==> src/hdl/frog_geom_pkg.sv <==
`default_nettype none

package frog_geom_pkg;

    // Pixel coordinate
    // All position arithmetic wraps modulo 512
    typedef logic [8:0] coord_t;

    // One bit each for red, green and blue
    typedef logic [2:0] color_t;

    // Visible screen
    localparam coord_t scrn_w = 9'd320;
    localparam coord_t scrn_h = 9'd240;

    // River object sprite
    localparam coord_t river_w = 9'd96;
    localparam coord_t river_h = 9'd30;

    // Frog sprite and its largest top-left corner
    localparam coord_t frog_w     = 9'd32;
    localparam coord_t frog_h     = 9'd24;
    localparam coord_t frog_max_x = 9'd287;
    localparam coord_t frog_max_y = 9'd215;

    // Spawn corners of the three river rows
    localparam coord_t river_1_x = 9'd0;
    localparam coord_t river_1_y = 9'd75;
    localparam coord_t river_2_x = 9'd319;
    localparam coord_t river_2_y = 9'd115;
    localparam coord_t river_3_x = 9'd0;
    localparam coord_t river_3_y = 9'd155;

    // Fixed palette, one color per layer
    localparam color_t color_start     = 3'd1;
    localparam color_t color_game_over = 3'd4;
    localparam color_t color_bg        = 3'd2;
    localparam color_t color_river_1   = 3'd6;
    localparam color_t color_river_2   = 3'd3;
    localparam color_t color_river_3   = 3'd5;
    localparam color_t color_frog      = 3'd7;

endpackage

`default_nettype wire

==> src/hdl/frog_ctrl_pkg.sv <==
`default_nettype none

package frog_ctrl_pkg;

    // Screen and layer sequencer states
    // Each draw state is entered from a wait state on go, or chained on plot_done
    typedef enum logic [3:0] {
        wait_start,
        draw_start,
        wait_game_over,
        draw_game_over,
        wait_game_bg,
        draw_game_bg,
        wait_river,
        draw_river_1,
        draw_river_2,
        draw_river_3,
        wait_frog,
        draw_frog
    } ctrl_state_t;

    // Layer currently being swept
    // layer_none while the sequencer sits in a wait state
    typedef enum logic [2:0] {
        layer_none,
        layer_start,
        layer_game_over,
        layer_bg,
        layer_river_1,
        layer_river_2,
        layer_river_3,
        layer_frog
    } layer_t;

endpackage

`default_nettype wire

==> src/hdl/go_pulse.sv <==
`timescale 1ns/1ps
`default_nettype none

module go_pulse (
    input  wire  clk,
    input  wire  reset,
    input  wire  go_key,
    output logic go
);

    // Press cycle local to this conditioner
    typedef enum logic [1:0] {
        go_idle,
        go_hold_1,
        go_hold_2,
        go_release
    } go_state_t;

    go_state_t state;
    go_state_t next_state;

    // One pulse per press
    // A held key parks in go_release until it is let go
    always_comb begin
        case (state)
            go_idle:    next_state = go_key ? go_hold_1 : go_idle;
            go_hold_1:  next_state = go_hold_2;
            go_hold_2:  next_state = go_release;
            go_release: next_state = go_key ? go_release : go_idle;
            default:    next_state = go_idle;
        endcase
    end

    always_ff @(posedge clk) begin
        if (reset) begin
            state <= go_idle;
        end else begin
            state <= next_state;
        end
    end

    // Two cycles wide, second and third cycle after the key rises
    assign go = (state == go_hold_1) || (state == go_hold_2);

endmodule

`default_nettype wire

==> src/hdl/draw_control.sv <==
`timescale 1ns/1ps
`default_nettype none

module draw_control (
    input  wire                   clk,
    input  wire                   reset,
    input  wire                   go,
    input  wire                   plot_done,
    output frog_ctrl_pkg::layer_t layer
);

    import frog_ctrl_pkg::*;

    ctrl_state_t state;
    ctrl_state_t next_state;

    // Transition table
    // Wait states leave on go, draw states leave on the last pixel
    always_comb begin
        case (state)
            wait_start:
                next_state = go ? draw_start : wait_start;
            draw_start:
                next_state = plot_done ? wait_game_over : draw_start;
            wait_game_over:
                next_state = go ? draw_game_over : wait_game_over;
            draw_game_over:
                next_state = plot_done ? wait_game_bg : draw_game_over;
            wait_game_bg:
                next_state = go ? draw_game_bg : wait_game_bg;
            draw_game_bg:
                next_state = plot_done ? wait_river : draw_game_bg;
            wait_river:
                next_state = go ? draw_river_1 : wait_river;
            // River rows chain back to back
            draw_river_1:
                next_state = plot_done ? draw_river_2 : draw_river_1;
            draw_river_2:
                next_state = plot_done ? draw_river_3 : draw_river_2;
            draw_river_3:
                next_state = plot_done ? wait_frog : draw_river_3;
            wait_frog:
                next_state = go ? draw_frog : wait_frog;
            // Game loop, back to the background without a press
            draw_frog:
                next_state = plot_done ? draw_game_bg : draw_frog;
            default:
                next_state = wait_start;
        endcase
    end

    always_ff @(posedge clk) begin
        if (reset) begin
            state <= wait_start;
        end else begin
            state <= next_state;
        end
    end

    // Layer decode
    always_comb begin
        case (state)
            draw_start:     layer = layer_start;
            draw_game_over: layer = layer_game_over;
            draw_game_bg:   layer = layer_bg;
            draw_river_1:   layer = layer_river_1;
            draw_river_2:   layer = layer_river_2;
            draw_river_3:   layer = layer_river_3;
            draw_frog:      layer = layer_frog;
            // Nothing to plot while waiting
            default:        layer = layer_none;
        endcase
    end

endmodule

`default_nettype wire

==> src/hdl/sprite_sweep.sv <==
`timescale 1ns/1ps
`default_nettype none

module sprite_sweep #(
    parameter int size_x = 8,
    parameter int size_y = 8
) (
    input  wire                   clk,
    input  wire                   reset,
    input  wire                   en,
    output frog_geom_pkg::coord_t off_x,
    output frog_geom_pkg::coord_t off_y,
    output logic                  done
);

    import frog_geom_pkg::*;

    logic last_x;
    logic last_y;

    // End of a row and end of the sprite
    assign last_x = (off_x == coord_t'(size_x - 1));
    assign last_y = (off_y == coord_t'(size_y - 1));

    // High during the final offset only
    assign done = en && last_x && last_y;

    // Row-major walk, x is the inner loop
    // Wraps to zero after the last offset so the next layer starts clean
    always_ff @(posedge clk) begin
        if (reset) begin
            off_x <= '0;
            off_y <= '0;
        end else if (en) begin
            if (last_x) begin
                off_x <= '0;
                off_y <= last_y ? '0 : off_y + 9'd1;
            end else begin
                off_x <= off_x + 9'd1;
            end
        end
    end

endmodule

`default_nettype wire

==> src/hdl/object_tracker.sv <==
`timescale 1ns/1ps
`default_nettype none

module object_tracker (
    input  wire                   clk,
    input  wire                   reset,
    input  wire                   frog_ctrl_pkg::layer_t layer,
    input  wire                   plot_done,
    input  wire                   left,
    input  wire                   right,
    input  wire                   up,
    input  wire                   down,
    output frog_geom_pkg::coord_t frog_x,
    output frog_geom_pkg::coord_t frog_y,
    output frog_geom_pkg::coord_t river_1_x,
    output frog_geom_pkg::coord_t river_2_x,
    output frog_geom_pkg::coord_t river_3_x
);

    import frog_geom_pkg::*;
    import frog_ctrl_pkg::*;

    // Candidate frog corner, one bit wider
    // A step below zero lands at 1023 and fails the upper bound as well
    logic [9:0] cand_x;
    logic [9:0] cand_y;

    assign cand_x = {1'b0, frog_x} + {9'd0, right} - {9'd0, left};
    assign cand_y = {1'b0, frog_y} + {9'd0, down} - {9'd0, up};

    // Each object moves once, on the last pixel of its own sweep
    always_ff @(posedge clk) begin
        if (reset) begin
            frog_x    <= '0;
            frog_y    <= '0;
            river_1_x <= frog_geom_pkg::river_1_x;
            river_2_x <= frog_geom_pkg::river_2_x;
            river_3_x <= frog_geom_pkg::river_3_x;
        end else if (plot_done) begin
            case (layer)
                // Rows one and three drift right, row two left
                layer_river_1: river_1_x <= river_1_x + 9'd1;
                layer_river_2: river_2_x <= river_2_x - 9'd1;
                layer_river_3: river_3_x <= river_3_x + 9'd1;
                layer_frog: begin
                    // Axis holds still when the step would leave the screen
                    if (cand_x <= {1'b0, frog_max_x}) begin
                        frog_x <= cand_x[8:0];
                    end
                    if (cand_y <= {1'b0, frog_max_y}) begin
                        frog_y <= cand_y[8:0];
                    end
                end
                default: begin
                end
            endcase
        end
    end

endmodule

`default_nettype wire

==> src/hdl/pixel_emitter.sv <==
`timescale 1ns/1ps
`default_nettype none

module pixel_emitter (
    input  wire                   clk,
    input  wire                   reset,
    input  wire                   frog_ctrl_pkg::layer_t layer,
    input  wire                   frog_geom_pkg::coord_t frog_x,
    input  wire                   frog_geom_pkg::coord_t frog_y,
    input  wire                   frog_geom_pkg::coord_t river_1_x,
    input  wire                   frog_geom_pkg::coord_t river_2_x,
    input  wire                   frog_geom_pkg::coord_t river_3_x,
    output logic                  plot_done,
    output logic                  plot,
    output frog_geom_pkg::coord_t x,
    output frog_geom_pkg::coord_t y,
    output frog_geom_pkg::color_t color
);

    import frog_geom_pkg::*;
    import frog_ctrl_pkg::*;

    logic   screen_en;
    logic   river_en;
    logic   frog_en;
    logic   screen_done;
    logic   river_done;
    logic   frog_done;
    coord_t screen_off_x;
    coord_t screen_off_y;
    coord_t river_off_x;
    coord_t river_off_y;
    coord_t frog_off_x;
    coord_t frog_off_y;
    coord_t pix_x;
    coord_t pix_y;
    color_t pix_color;

    // One sweep per sprite size
    sprite_sweep #(.size_x(scrn_w), .size_y(scrn_h)) screen_sweep (
        .clk(clk), .reset(reset), .en(screen_en),
        .off_x(screen_off_x), .off_y(screen_off_y), .done(screen_done)
    );

    sprite_sweep #(.size_x(river_w), .size_y(river_h)) river_sweep (
        .clk(clk), .reset(reset), .en(river_en),
        .off_x(river_off_x), .off_y(river_off_y), .done(river_done)
    );

    sprite_sweep #(.size_x(frog_w), .size_y(frog_h)) frog_sweep (
        .clk(clk), .reset(reset), .en(frog_en),
        .off_x(frog_off_x), .off_y(frog_off_y), .done(frog_done)
    );

    // Only the active sweep can finish
    assign plot_done = screen_done | river_done | frog_done;

    // Sweep select and pixel position
    // Object corner plus the sweep offset, wrapping at 512
    always_comb begin
        screen_en = 1'b0;
        river_en  = 1'b0;
        frog_en   = 1'b0;
        pix_x     = '0;
        pix_y     = '0;
        case (layer)
            layer_start, layer_game_over, layer_bg: begin
                screen_en = 1'b1;
                pix_x     = screen_off_x;
                pix_y     = screen_off_y;
            end
            layer_river_1: begin
                river_en = 1'b1;
                pix_x    = river_1_x + river_off_x;
                pix_y    = river_1_y + river_off_y;
            end
            layer_river_2: begin
                river_en = 1'b1;
                pix_x    = river_2_x + river_off_x;
                pix_y    = river_2_y + river_off_y;
            end
            layer_river_3: begin
                river_en = 1'b1;
                pix_x    = river_3_x + river_off_x;
                pix_y    = river_3_y + river_off_y;
            end
            layer_frog: begin
                frog_en = 1'b1;
                pix_x   = frog_x + frog_off_x;
                pix_y   = frog_y + frog_off_y;
            end
            default: begin
            end
        endcase
    end

    // Palette lookup
    always_comb begin
        case (layer)
            layer_start:     pix_color = color_start;
            layer_game_over: pix_color = color_game_over;
            layer_bg:        pix_color = color_bg;
            layer_river_1:   pix_color = color_river_1;
            layer_river_2:   pix_color = color_river_2;
            layer_river_3:   pix_color = color_river_3;
            layer_frog:      pix_color = color_frog;
            default:         pix_color = '0;
        endcase
    end

    // Plot strobe, one cycle behind its offset
    always_ff @(posedge clk) begin
        if (reset) begin
            plot <= 1'b0;
        end else begin
            plot <= (layer != layer_none);
        end
    end

    // Pixel payload, qualified by plot
    always_ff @(posedge clk) begin
        x     <= pix_x;
        y     <= pix_y;
        color <= pix_color;
    end

endmodule

`default_nettype wire

==> src/hdl/frogger_top.sv <==
`timescale 1ns/1ps
`default_nettype none

module frogger_top (
    input  wire                   clk,
    input  wire                   reset,
    input  wire                   go_key,
    input  wire                   left,
    input  wire                   right,
    input  wire                   up,
    input  wire                   down,
    output logic                  plot,
    output frog_geom_pkg::coord_t x,
    output frog_geom_pkg::coord_t y,
    output frog_geom_pkg::color_t color
);

    import frog_geom_pkg::*;
    import frog_ctrl_pkg::*;

    logic   go;
    logic   plot_done;
    layer_t layer;
    coord_t frog_x;
    coord_t frog_y;
    coord_t river_1_x;
    coord_t river_2_x;
    coord_t river_3_x;

    // Key conditioning
    go_pulse go_pulse0 (
        .clk(clk), .reset(reset), .go_key(go_key), .go(go)
    );

    // Screen and layer sequencer
    draw_control draw_control0 (
        .clk(clk), .reset(reset), .go(go), .plot_done(plot_done), .layer(layer)
    );

    // Object positions, updated after each sweep
    object_tracker object_tracker0 (
        .clk(clk), .reset(reset), .layer(layer), .plot_done(plot_done),
        .left(left), .right(right), .up(up), .down(down),
        .frog_x(frog_x), .frog_y(frog_y),
        .river_1_x(river_1_x), .river_2_x(river_2_x), .river_3_x(river_3_x)
    );

    // One pixel per clock out of the active layer
    pixel_emitter pixel_emitter0 (
        .clk(clk), .reset(reset), .layer(layer),
        .frog_x(frog_x), .frog_y(frog_y),
        .river_1_x(river_1_x), .river_2_x(river_2_x), .river_3_x(river_3_x),
        .plot_done(plot_done), .plot(plot), .x(x), .y(y), .color(color)
    );

endmodule

`default_nettype wire

==> config.mk <==
export PLATFORM = sky130hd
export DESIGN_NAME = frogger_top
export DESIGN_NICKNAME = d
export VERILOG_FILES = /design/src/hdl/frog_geom_pkg.sv /design/src/hdl/frog_ctrl_pkg.sv /design/src/hdl/go_pulse.sv /design/src/hdl/draw_control.sv /design/src/hdl/sprite_sweep.sv /design/src/hdl/object_tracker.sv /design/src/hdl/pixel_emitter.sv /design/src/hdl/frogger_top.sv
export SDC_FILE = /design/constraint.sdc
export NUM_CORES = 1
export LEC_CHECK = 0
export ABC_AREA = 1
export BUFFER_PORTS_ARGS = -buffer_cell sky130_fd_sc_hd__buf_2
export CORE_MARGIN = 8
export CORE_UTILIZATION = 40
export DETAILED_ROUTE_END_ITERATION = 8
export GPL_ROUTABILITY_DRIVEN = 1
export GPL_TIMING_DRIVEN = 0
export PLACE_DENSITY = 0.51
export SYNTH_ARGS = -nofsm -noshare
export SYNTH_HDL_FRONTEND = slang
export SYNTH_SLANG_ARGS = --single-unit
==> constraint.sdc <==
create_clock -name clk -period 6.1 [get_ports clk]
set_input_delay 0.61 -clock clk [delete_from_list [all_inputs] [get_ports clk]]
set_output_delay 0.61 -clock clk [all_outputs]
set_load 0.01 [all_outputs]
* Word level (Yosys, flattened, before mapping)
Index checks and enable logic that the tools add are counted.
** Storage, ports and cells
- Bits of input ports :: 7
- Logic and storage cells :: 118
- Output and inout bits :: 22
- Register bits after elaboration :: 127
** Cells by class
- Bitwise logic cells :: 2
- Equal/unequal tests :: 27
- Muxes and demuxes :: 29
- Add/subtract/negate cells :: 21
- Magnitude comparators :: 2
- Reductions and logical operators :: 20
** Operators with widths (count)
- $pmux W9 S5 :: 2
- $add A9 B1 Y9 const B :: 8
- $mux W9 :: 6
- $pmux W4 S12 :: 1
- $add A9 B9 Y9 :: 5
- $pmux W3 S7 :: 2
- $eq A9 B5 Y1 const B :: 3
- $add A9 B1 Y10 :: 2
- $sub A10 B1 Y10 :: 2
- $add A7 B9 Y9 const A :: 2
- $eq A4 B3 Y1 const B :: 4
- $eq A4 B4 Y1 const B :: 4
- $eq A3 B3 Y1 const B :: 4
- $reduce_and A2 Y1 :: 6
- $le A10 B8 Y1 const B :: 1
- $le A10 B9 Y1 const B :: 1
- $mux W1 :: 10
- $add A8 B9 Y9 const A :: 1
- $eq A9 B7 Y1 const B :: 1
- $eq A9 B8 Y1 const B :: 1
- $eq A9 B9 Y1 const B :: 1
- $sub A9 B1 Y9 const B :: 1
- $eq A4 B2 Y1 const B :: 2
- $mux W2 :: 4
- other kinds (16) :: 27

* Depth between registers and ports, before layout
Gate-level depths: netlist (run 1).
- Depth in word-level cells :: 11
- Gate-level depth with buffers :: 20
- Mapped depth without buffers :: 19

* Cells and area by module
From an unflattened synthesis (run 1), not the netlist that was laid out.
** Second synthesis, totals
- Cell total of the unflattened synthesis :: 1408
- Area, all modules :: 9123.8 µm²
** Modules (own cells, without submodules)
- object_tracker :: area each 3114.2 µm², seq. area each 900.9 µm², instances 1, cells an instance 462
- pixel_emitter :: area each 2527.4 µm², seq. area each 440.4 µm², instances 1, cells an instance 411
- sprite_sweep (pixel_emitter0.river_sweep) :: area each 1082.3 µm², seq. area each 360.3 µm², instances 1, cells an instance 172
- sprite_sweep (pixel_emitter0.frog_sweep) :: area each 1017.2 µm², seq. area each 360.3 µm², instances 1, cells an instance 153
- sprite_sweep (pixel_emitter0.screen_sweep) :: area each 1003.5 µm², seq. area each 360.3 µm², instances 1, cells an instance 150
- draw_control :: area each 244.0 µm², seq. area each 80.1 µm², instances 1, cells an instance 41
- go_pulse :: area each 135.1 µm², seq. area each 40.0 µm², instances 1, cells an instance 19

* Worst setup path after synthesis (run 1)
No wires, ideal clock.
- Path type :: register to register
- Start :: register draw_control0.state[3]
- End :: register pixel_emitter0.x[6]
- Required time :: 6.021 ns
- Cell stages (with the launch flop) :: 19
- Slack :: 3.362 ns
- Path buffers :: 1
- Data arrival time :: 2.659 ns
- Clock period less this slack :: 2.738 ns
- Cells stage by stage :: dfxtp_1 > inv_2 > nor2_2 > nand2_2 > nor2_1 > buf_2 > inv_2 > o221ai_1 > ha_1 > inv_1 > fa_1 > inv_1 > nand3_1 > nand2_1 > nand2_1 > nand2_1 > a21oi_1 > xor2_1 > o211ai_1
** On the way
- Longest elaborated chain between the ends :: 5
- Elaborated cells on any way between the ends :: 17
- Classes of those cells :: eq/ne (14); mux (2); reduce/logical (1)
** RTL lines
- start: declaration :: RTL line draw_control.sv:14 : ctrl_state_t state;
- start signal: assignment :: RTL line draw_control.sv:54 : state <= wait_start;
- start signal: assignment :: RTL line draw_control.sv:56 : state <= next_state;
- $eq A4 B4 Y1 (tied with other cells) :: RTL line draw_control.sv:62 : case (state)
- $pmux W3 S7 (*) :: RTL line draw_control.sv:62
- $eq A3 B1 Y1 / $eq A3 B2 Y1 (equally long branches) :: RTL line pixel_emitter.sv:66 : case (layer)
- $reduce_or A3 Y1 :: RTL line pixel_emitter.sv:66
- $pmux W9 S5 (*) :: RTL line pixel_emitter.sv:66
- net pixel_emitter0.pix_x[6] :: RTL line pixel_emitter.sv:35 : coord_t pix_x;
- end signal: assignment :: RTL line pixel_emitter.sv:122 : x <= pix_x;
- end: declaration :: RTL line pixel_emitter.sv:15 : output frog_geom_pkg::coord_t x,
The timed path passes the listed nets; every way through them passes the cells marked *.
A chain may end at the register's enable or synchronous reset.

* Worst setup path in the final report (run 1)
Same ends and word-level chain as after synthesis.

==> results of run 1 <==
==> critical path, cell delays in order, from the launching register on <==
cell and delay, ns:
dfxtp_1 0.47, inv_2 0.08, nor2_2 0.17, nand2_2 0.16, nor2_1 0.28, buf_2 0.29, inv_2 0.10, o221ai_1 0.33
ha_1 0.24, inv_1 0.05, fa_1 0.36, inv_1 0.10, nand3_1 0.09, nand2_1 0.11, nand2_1 0.08, nand2_1 0.06
a21oi_1 0.06, xor2_1 0.16, o211ai_1 0.09
==> how the worst min path moves through the flow <==
| stage | start | to | slack [ns] | cells past startpoint |
|---|---|---|---|---|
| 2_1_floorplan | object_tracker0.river_1_x[7]$_SDFFE_PP0P_ | object_tracker0.river_1_x[7]$_SDFFE_PP0P_ | 0.44 | 2 |
| 3_3_place_gp | object_tracker0.river_1_x[7]$_SDFFE_PP0P_ | object_tracker0.river_1_x[7]$_SDFFE_PP0P_ | 0.45 | 2 |
| 3_5_place_dp | object_tracker0.river_1_x[7]$_SDFFE_PP0P_ | object_tracker0.river_1_x[7]$_SDFFE_PP0P_ | 0.46 | 2 |
| 4_1_cts | go_key | go_pulse0.state[0]$_SDFF_PP0_ | 0.42 | 3 |
| 5_1_grt | go_key | go_pulse0.state[0]$_SDFF_PP0_ | 0.47 | 3 |
| 6_report | go_key | go_pulse0.state[0]$_SDFF_PP0_ | 0.44 | 3 |
==> per-stage QoR <==
| stage | instances | utilization [%] | power, W | setup WS [ns] |
|---|---|---|---|---|
| detailed placement | 1560 | 42.8 | 0.000958 | 2.71 |
| global placement | 1560 | 42.8 | 0.000959 | 2.69 |
| CTS | 1592 | 46.1 | 0.00214 | 2.66 |
| finish | 1592 | 46.1 | 0.00212 | 2.68 |
| global route | 1592 | 46.1 | 0.00219 | 2.37 |
| floorplan | 1257 | - | 0.000923 | 3.36 |
==> sequential cells by signal, summed over array words and instances, names as in the netlist <==
name,cells
draw_control0.state,4
go_pulse0.state,2
object_tracker0.frog_x,9
object_tracker0.frog_y,9
object_tracker0.river_1_x,9
object_tracker0.river_2_x,9
object_tracker0.river_3_x,9
pixel_emitter0.color,3
pixel_emitter0.frog_sweep.off_x,9
pixel_emitter0.frog_sweep.off_y,9
pixel_emitter0.plot,1
pixel_emitter0.river_sweep.off_x,9
pixel_emitter0.river_sweep.off_y,9
pixel_emitter0.screen_sweep.off_x,9
pixel_emitter0.screen_sweep.off_y,9
pixel_emitter0.x,9
pixel_emitter0.y,9
==> synth_stat cells, drive strengths merged, types with 6 or more instances <==
cell    instances
o211ai         13
nand4          36
ha             64
buf            10
o21ai          40
o221ai         12
inv           167
nand3b          7
xnor2          10
dfxtp         127
nand2         317
nand3          97
or2             7
o21a            6
nor3           18
nor2          144
clkbuf         13
a21oi          95
xor2           32
==> cells by family after synthesis <==
logic type | synth area share (%)
xor+xnor | 4.35
flops | 30.0
compound gates | 12.9
fa+ha+maj | 10.6
simple gates | 33.3
buf+inv | 8.74
==> layer usage <==
metal	part of all wire (%)	track usage (%)	vias up
met5	0	0	-
met4	1.2	4.63	0
met3	4.3	2.88	22
met2	44	28.5	152
met1	51	26.5	3710
li1	-	-	4250
==> cell type report <==
type                            instances  area (um2)  area share, %
Clock inverter                         10         206           2.14
Clock buffer                           22         474           4.92
Timing Repair Buffer                   28         140           1.46
Tap cell                              275         344           3.57
Inverter                              170         641           6.65
Buffer                                 23        98.8           1.03
Multi-Input combinational cell        937        5180           53.8
Sequential cell                       127        2540           26.4
==> power breakdown <==
part	leakage [nW]	switching, W	internal, W
Clock	0.330	0.000383	0.000799
Combinational	3.11	0.0000678	0.0000295
Sequential	1.02	0.00000632	0.000837
==> impl_metrics.json, run 1 <==
{
  "r2r_end": "pixel_emitter0.x[6]$_DFF_P_",
  "netlist_area_um2": 8460,
  "cts_tree": "yes",
  "ant_nets": 0,
  "dr_total_vias": 8134,
  "port_buffers": 28,
  "io_pins": 29,
  "yosys.area.top_type": "dfxtp_1",
  "core_area_um2": 20900,
  "path_class": "flip-flop to flip-flop",
  "finalCritPeriodShare_pct": 56.1,
  "required_ns": 6.38,
  "clk_path_buf_depth": 2,
  "die_x_um": 161,
  "synth_area_leaders": "dfxtp_1 (30%), nand2_1 (14%), ha_1 (9.5%)",
  "final_common_cell": "nand2_1",
  "synth-seq-area-share_pct": 30.0,
  "final_layout_size_suffix_gt1_share_pct": 7.97,
  "max_cap_viol_count": 0,
  "drt-initial-drc-count": 615,
  "clock-skew-final_ns": 0.00972,
  "path_max_fanout": 10,
  "worstSetupEndpointType": "flip-flop",
  "cp-startpoint": "draw_control0.state[3]$_SDFF_PP0_",
  "slew-limit-headroom_pct": 43.5,
  "netlist.area_leader.share_pct": 30.0,
  "drc": 0,
  "drv_slew": 0,
  "holdWs_ns": 0.437,
  "cts_buffers": 17,
  "initial_core_util_pct": 40.5,
  "ys_warn_count": 0,
  "grt_usage_pct": 18.5,
  "synth_seq_cells": 127,
  "setup_viol": 0,
  "critPathCapture": "pixel_emitter0.x[6]$_DFF_P_",
  "async_flop_share_pct": 0,
  "final_area_um2": 9630,
  "cts-root-buf": "clkbuf_16",
  "ir_drop_uv": 191,
  "cts.sinks": 127,
  "synth_edf_count": 0,
  "worst_pin_slew_ns": 0.847,
  "fp.dieH_um": 161,
  "dp_hpwl_mm": 18.8,
  "postCtsSetupBuffers": 0,
  "synth_ff_type": "dfxtp_1",
  "postRouteWirelength_mm": 24.0,
  "netlist_instances": 1257,
  "worst_setup_path_start_kind": "flip-flop",
  "grt_max_degree": 17,
  "place.gp.congestion": 0.902,
  "clock.fmax_mhz": 292,
  "globalRouteOverflowTotal": 0,
  "fin_nets": 1380,
  "antennaDiodeCount": 0,
  "clock_latency_ns": 0.42,
  "rows": 53,
  "h-tree-depth": 4,
  "synth_nets": 1333,
  "rr_startpoint": "draw_control0.state[3]$_SDFF_PP0_",
  "hold_class": "primary input to flip-flop",
  "cp.arrival_ns": 3.71,
  "power.density_nw_per_um2": 220,
  "postCtsHoldBufs": 0,
  "reg2reg_slack_ns": 2.68,
  "die-area_um2": 26100,
  "wire_per_inst_um": 15.1,
  "dpl_cell_area_um2": 8950,
  "yosysUniqueCellTypes": 47,
  "antenna_found_initial": 0,
  "fillCellCount": 2207,
  "grt_pass1_wl_mm": 38.8,
  "area_growth_pct": 13.8,
  "rsz0062_at_grt": "no",
  "fin_crit_ns": 3.42,
  "avgViaCountPerCell": 5.11,
  "status": "completed",
  "path_clk_slew_ns": 0.06,
  "postCtsResizedCells": 0,
  "setup-tns-final_ns": 0,
  "avgSynthCellArea_um2": 6.73,
  "drtPass1Iterations": 5,
  "hold_viol_final": 0,
  "reg2reg_depth": 18,
  "final_cell_mix": "nand2_1 (308), inv_1 (160), nor2_1 (137)",
  "p_leak_nw": 4.46,
  "grt_pass1_vias": 7356
}
(Power assumes the default switching activity.)
==> run 2, diff against run 1 <==
--- a/config.mk
+++ b/config.mk
@@ -5,14 +5,14 @@
 export SDC_FILE = /design/constraint.sdc
 export NUM_CORES = 1
 export LEC_CHECK = 0
-export ABC_AREA = 1
+export ABC_AREA = 0
 export BUFFER_PORTS_ARGS = -buffer_cell sky130_fd_sc_hd__buf_2
 export CORE_MARGIN = 8
 export CORE_UTILIZATION = 40
 export DETAILED_ROUTE_END_ITERATION = 8
 export GPL_ROUTABILITY_DRIVEN = 1
 export GPL_TIMING_DRIVEN = 0
-export PLACE_DENSITY = 0.51
+export PLACE_DENSITY = 0.52
 export SYNTH_ARGS = -nofsm -noshare
 export SYNTH_HDL_FRONTEND = slang
 export SYNTH_SLANG_ARGS = --single-unit
==> constraint.sdc (replaced) <==
create_clock -name clk -period 3.37 [get_ports clk]
set_input_delay 0.337 -clock clk [delete_from_list [all_inputs] [get_ports clk]]
set_output_delay 0.337 -clock clk [all_outputs]
set_load 0.01 [all_outputs]
==> impl_metrics.json, run 2 <==
{
  "dp_hpwl_mm": 16.0,
  "worstSetupEndpointType": "flip-flop",
  "worst_pin_slew_ns": 1.03,
  "avgSynthCellArea_um2": 8.47,
  "synth_area_leaders": "dfxtp_1 (33%), ha_1 (10%), xor2_1 (6.0%)",
  "clk_path_buf_depth": 2,
  "power.density_nw_per_um2": 411,
  "initial_core_util_pct": 40.5,
  "final_layout_size_suffix_gt1_share_pct": 10.1,
  "globalRouteOverflowTotal": 0,
  "p_leak_nw": 3.59,
  "final_cell_mix": "dfxtp_1 (126), nor2_1 (117), ha_1 (62)",
  "path_clk_slew_ns": 0.05,
  "synth_edf_count": 0,
  "postCtsHoldBufs": 0,
  "netlist_area_um2": 7820,
  "cts_tree": "yes",
  "core_area_um2": 19300,
  "yosys.area.top_type": "dfxtp_1",
  "h-tree-depth": 4,
  "netlist_instances": 924,
  "placed_cells": 1217,
  "finalCritPeriodShare_pct": 97.9,
  "path_class": "flip-flop to flip-flop",
  "yosysMostFrequentCell": "dfxtp_1",
  "cts-root-buf": "clkbuf_16",
  "holdWs_ns": 0.205,
  "hold_class": "primary input to flip-flop",
  "rsz0062_at_grt": "yes",
  "port_buffers": 28,
  "clock.fmax_mhz": 303,
  "die-area_um2": 24300,
  "synth-seq-area-share_pct": 32.5,
  "place.gp.congestion": 0.869,
  "cts.sinks": 127,
  "postRouteWirelength_mm": 20.8,
  "clock-skew-final_ns": 0.00808,
  "drv_slew": 0,
  "avgViaCountPerCell": 5.25,
  "synth_seq_cells": 127,
  "slew-limit-headroom_pct": 30.9,
  "setup_viol": 0,
  "hold_viol_final": 0,
  "dr_total_vias": 6590,
  "status": "completed",
  "area_growth_pct": 16.1,
  "ys_top_cells_by_count": "dfxtp_1 (127), nor2_1 (117), ha_1 (64)",
  "grt_usage_pct": 17.6,
  "cp.arrival_ns": 3.58,
  "fin_nets": 1053,
  "die_x_um": 156,
  "cts_buffers": 17,
  "netlist.area_leader.share_pct": 32.5,
  "instances_no_fill": 1255,
  "max_cap_viol_count": 0,
  "multi_input_area_um2": 5020,
  "fin_crit_ns": 3.30,
  "antenna_found_initial": 0,
  "ant_nets": 0,
  "path_max_fanout": 5,
  "synth_ff_type": "dfxtp_1",
  "drc": 0,
  "required_ns": 3.65,
  "antennaDiodeCount": 0,
  "fp.dieH_um": 156,
  "rows": 51,
  "layout_setup_ws_ns": 0.0694,
  "io_pins": 29,
  "register_area_um2": 2550,
  "ys_warn_count": 0,
  "place_ws_ns": -0.395,
  "async_flop_share_pct": 0,
  "wire_per_inst_um": 16.6,
  "grt_pass1_vias": 6139,
  "ir_drop_uv": 305,
  "drtPass1Iterations": 5,
  "fillCellCount": 1926,
  "grt_pass1_wl_mm": 33.4,
  "final_common_cell": "dfxtp_1",
  "clock_latency_ns": 0.42,
  "synth_nets": 1000,
  "yosysUniqueCellTypes": 69,
  "drt-initial-drc-count": 285,
  "worst_setup_path_start_kind": "flip-flop",
  "grt_max_degree": 20
}
-- run 2: cell count changes in the layout (fill, tap and decap cells not counted), sizes merged, moves of 12 or more --
cell    previous run  this run
a21oi             95        49
nand4             36        21
clkbuf            35        49
xor2              32        54
or3                0        13
nand2            317        60
mux2i              0        22
inv              167        49
xnor2             10        45
and3               2        14
nand2b             0        14
nand3             97        34
a21o               3        16
nor2             144       117
-- run 2: kinds of logic (layout without fill, tap and decap cells) --
kind of cell | count (synthesis) | after routing | share of synthesized area [%]
AO/OA/AOI/OAI | 187 | 187 | 16.5
multiplexers | 23 | 23 | 2.96
adder cells (fa/ha/maj) | 69 | 69 | 11.5
buffers and inverters | 81 | 147 | 4.16
AND/OR/NAND/NOR | 338 | 338 | 21.3
flip-flops | 127 | 127 | 32.5
XOR/XNOR | 99 | 99 | 11.1
-- run 2: path summary, 6_finish.rpt --
check / slack (ns) / cells past startpoint / startpoint / end
worst max-delay path: 0.07 / 14 / object_tracker0.frog_x[0]$_SDFFE_PP0P_ / object_tracker0.frog_x[0]$_SDFFE_PP0P_
worst min-delay path: 0.21 / 3 / go_key / go_pulse0.state[0]$_SDFF_PP0_
worst max register to register: 0.07 / 14 / object_tracker0.frog_x[0]$_SDFFE_PP0P_ / object_tracker0.frog_x[0]$_SDFFE_PP0P_
worst min register to register: 0.48 / 2 / object_tracker0.river_1_x[8]$_SDFFE_PP0P_ / object_tracker0.river_1_x[8]$_SDFFE_PP0P_
-- run 2: layout make-up --
cell class,instances,area share [%]
multi-input combinational,716,55.3
sequential,127,28.0
clock buffer,22,5.22
tap,265,3.65
timing repair buffer,35,2.45
inverter,50,2.07
clock inverter,10,1.75
buffer,30,1.53
-- run 2: layer usage --
metal | vias to the layer above | global-route usage (%) | share of wire, %
met5 | - | 0 | 0
met4 | 0 | 5.22 | 1.3
met3 | 17 | 3.07 | 2.5
met2 | 75 | 28.2 | 46
met1 | 3105 | 23.5 | 50
li1 | 3393 | - | -
-- run 2: metrics by stage --
step	total power [W]	instance area [um2]	util, %	TNS [ns]
floorplan	0.00171	7830	-	0
global placement	0.00178	8310	43.0	-3.19
detailed placement	0.00178	8310	43.0	-3.23
CTS	0.00376	8980	46.5	0
global route	0.00387	9080	47.0	-0.345
finish	0.00374	9080	47.0	0
-- run 2: power breakdown --
part / internal, W / total, W / switching, W
Sequential: 0.00152 / 0.00153 / 0.0000140
Combinational: 0.0000835 / 0.000227 / 0.000144
Clock: 0.00129 / 0.00198 / 0.000685
-- run 2: worst max-delay path, cell delays in order, from the launching register on --
cell and delay [ns]:
dfxtp_4 0.35, inv_2 0.04, ha_4 0.25, inv_2 0.04
ha_4 0.16, fa_2 0.34, a21o_1 0.20, a221o_1 0.37
a2111oi_4 0.35, a2bb2o_4 0.27, a2111oi_4 0.27, buf_4 0.19
buf_12 0.12, mux2i_1 0.17, nor2_1 0.05
-- run 2: repair_timing --
action                     CTS  global route
pin swaps                    1             3
setup buffers                1             5
gates resized for setup      4            16
setup endpoints to repair   13            19
cloned                       0             1
==> run 3, diff against run 2 <==
--- a/config.mk
+++ b/config.mk
@@ -13,6 +13,7 @@
 export GPL_ROUTABILITY_DRIVEN = 1
 export GPL_TIMING_DRIVEN = 0
 export PLACE_DENSITY = 0.52
+export REMOVE_ABC_BUFFERS = 1
 export SYNTH_ARGS = -nofsm -noshare
 export SYNTH_HDL_FRONTEND = slang
 export SYNTH_SLANG_ARGS = --single-unit
==> impl_metrics.json, run 3 (synthesis results as in run 2) <==
{
  "status": "completed",
  "p_leak_nw": 3.54,
  "h-tree-depth": 4,
  "clock.fmax_mhz": 303,
  "ir_drop_uv": 294,
  "crit_family": "compound AO/OA/AOI/OAI gates",
  "grt_max_degree": 77,
  "cts_tree": "yes",
  "path_class": "flip-flop to flip-flop",
  "die_x_um": 156,
  "drtPass1Iterations": 5,
  "drv_slew": 0,
  "clkPwrFrac_pct": 54.2,
  "core_area_um2": 19300,
  "multi_input_area_um2": 5050,
  "critPathSlowestCell": "a2111oi_4",
  "path_clk_slew_ns": 0.06,
  "worst_setup_path_start_kind": "flip-flop",
  "path_max_fanout": 4,
  "fillCellCount": 1939,
  "clock_latency_ns": 0.42,
  "cp_slowest_stage_delay_ns": 0.38,
  "netSwitchingPower_w": 0.000822,
  "area_growth_pct": 15.2,
  "initial_core_util_pct": 40.5,
  "drt-initial-drc-count": 288,
  "combPwrFrac_pct": 4.9,
  "power.density_nw_per_um2": 420,
  "antenna_found_initial": 0,
  "register_area_um2": 2550,
  "cp.arrival_ns": 3.58,
  "final_area_um2": 9010,
  "dp_hpwl_mm": 13.5,
  "grt_usage_pct": 16.0,
  "critical_path.cell_chain": "inv_4 -> ha_4 -> inv_2 -> ha_4 -> fa_2 -> a21o_1 -> a221o_1 -> a2111oi_4 -> a2bb2o_4 -> a2111oi_4 -> buf_4 -> mux2i_1 -> nor2_1",
  "setup_viol": 0,
  "clock-skew-final_ns": 0.00812,
  "hold_viol_final": 0,
  "finalCritPeriodShare_pct": 98.0,
  "p_seq_share_pct": 40.8,
  "cts-root-buf": "clkbuf_16",
  "fin_nets": 1027,
  "place.gp.congestion": 0.800,
  "wire_per_inst_um": 15.2,
  "dpl_cell_area_um2": 8160,
  "antennaDiodeCount": 0,
  "cts.sinks": 127,
  "grt_pass1_wl_mm": 31.0,
  "max_cap_viol_count": 0,
  "io_pins": 29,
  "port_buffers": 28,
  "crit_buf_inv": 3,
  "globalRouteOverflowTotal": 0,
  "postCtsHoldBufs": 0,
  "setup-tns-final_ns": 0,
  "fin_crit_ns": 3.30,
  "avgViaCountPerCell": 5.19,
  "sw_frac_of_total_pct": 21.7,
  "internal-power_w": 0.00297,
  "final_layout_size_suffix_gt1_share_pct": 10.6,
  "die-area_um2": 24300,
  "ant_nets": 0,
  "rows": 51,
  "drc": 0,
  "postRouteWirelength_mm": 18.7,
  "grt_pass1_vias": 6098,
  "required_ns": 3.65,
  "rsz0062_at_grt": "yes",
  "slew-limit-headroom_pct": 38.2,
  "cts_buffers": 17,
  "final_cell_mix": "dfxtp_1 (122), nor2_1 (117), ha_1 (62)",
  "layout_setup_ws_ns": 0.0667,
  "place_ws_ns": -1.97,
  "worst_pin_slew_ns": 0.924,
  "clk_path_buf_depth": 2,
  "worstSetupEndpointType": "flip-flop",
  "final_common_cell": "dfxtp_1",
  "hold_class": "primary input to flip-flop",
  "fp.dieH_um": 156,
  "dr_total_vias": 6381
}
run 3: changes by cell type in the layout (fill, tap and decap cells not counted), moves of 3 or more:
cell,previous run,this run
o21ai_0,38,41
dfxtp_2,0,4
clkbuf_1,25,3
buf_4,6,11
o21ai_1,3,0
dfxtp_1,126,122
clkinv_2,3,0
run 3: metal layers:
| metal | share of wire, % | global-route usage (%) | wire, um | vias up |
|---|---|---|---|---|
| met5 | 0 | 0 | 0 | - |
| met4 | 1.2 | 4.99 | 226 | 0 |
| met3 | 2.5 | 3.24 | 462 | 14 |
| met2 | 48 | 26.8 | 8880 | 67 |
| met1 | 49 | 20.1 | 9090 | 2946 |
| li1 | - | - | - | 3354 |
run 3: per-stage QoR:
step / instances / utilization, % / power, W / hold WS [ns]
final: 1229 / 46.6 / 0.00379 / 0.189
after global routing: 1229 / 46.6 / 0.00393 / 0.211
after CTS: 1224 / 46.1 / 0.00383 / 0.173
after detailed placement: 1186 / 42.2 / 0.00176 / 0.478
after global placement: 1186 / 42.2 / 0.00176 / 0.478
after floorplan: 893 / - / 0.00169 / 0.406
run 3: worst paths after layout:
| kind | start | end | slack (ns) | depth (start not counted) |
|---|---|---|---|---|
| setup / recovery | object_tracker0.frog_x[0]$_SDFFE_PP0P_ | object_tracker0.frog_x[6]$_SDFFE_PP0P_ | 0.07 | 13 |
| hold / removal | go_key | go_pulse0.state[0]$_SDFF_PP0_ | 0.19 | 3 |
| setup reg to reg | object_tracker0.frog_x[0]$_SDFFE_PP0P_ | object_tracker0.frog_x[6]$_SDFFE_PP0P_ | 0.07 | 13 |
| hold reg to reg | object_tracker0.river_1_x[8]$_SDFFE_PP0P_ | object_tracker0.river_1_x[8]$_SDFFE_PP0P_ | 0.49 | 2 |
run 3: area by class of cell:
cell class                      count  share of cell area (%)
Inverter                           50                    2.11
Clock buffer                       23                    5.30
Sequential cell                   127                    28.3
Multi-Input combinational cell    716                    56.1
Clock inverter                      9                    2.00
Tap cell                          265                    3.68
Timing Repair Buffer               39                    2.54
run 3: what timing repair did:
action / 4_1_cts / 5_1_grt
buffers inserted: 6 / 5
resized for setup: 12 / 13
endpoints found under the hold margin: 0 / 0
gates cloned: 0 / 0
pin swaps: 6 / 7
setup endpoints to repair: 74 / 26
run 3: worst register-to-register path, stage by stage (launching register included):
cell and delay [ns]:
dfxtp_4 0.36, inv_4 0.03, ha_4 0.25, inv_2 0.04
ha_4 0.15, fa_2 0.36, a21o_1 0.18, a221o_1 0.37
a2111oi_4 0.38, a2bb2o_4 0.27, a2111oi_4 0.33, buf_4 0.20
mux2i_1 0.18, nor2_1 0.05
run 3: power by group through the flow:
stage	clock network, W	logic (W)	registers [W]
2_1_floorplan	0	0.000116	0.00157
3_3_place_gp	0	0.000178	0.00158
3_5_place_dp	0	0.000178	0.00158
4_1_cts	0.00210	0.000183	0.00155
5_1_grt	0.00218	0.000209	0.00155
6_report	0.00205	0.000186	0.00155
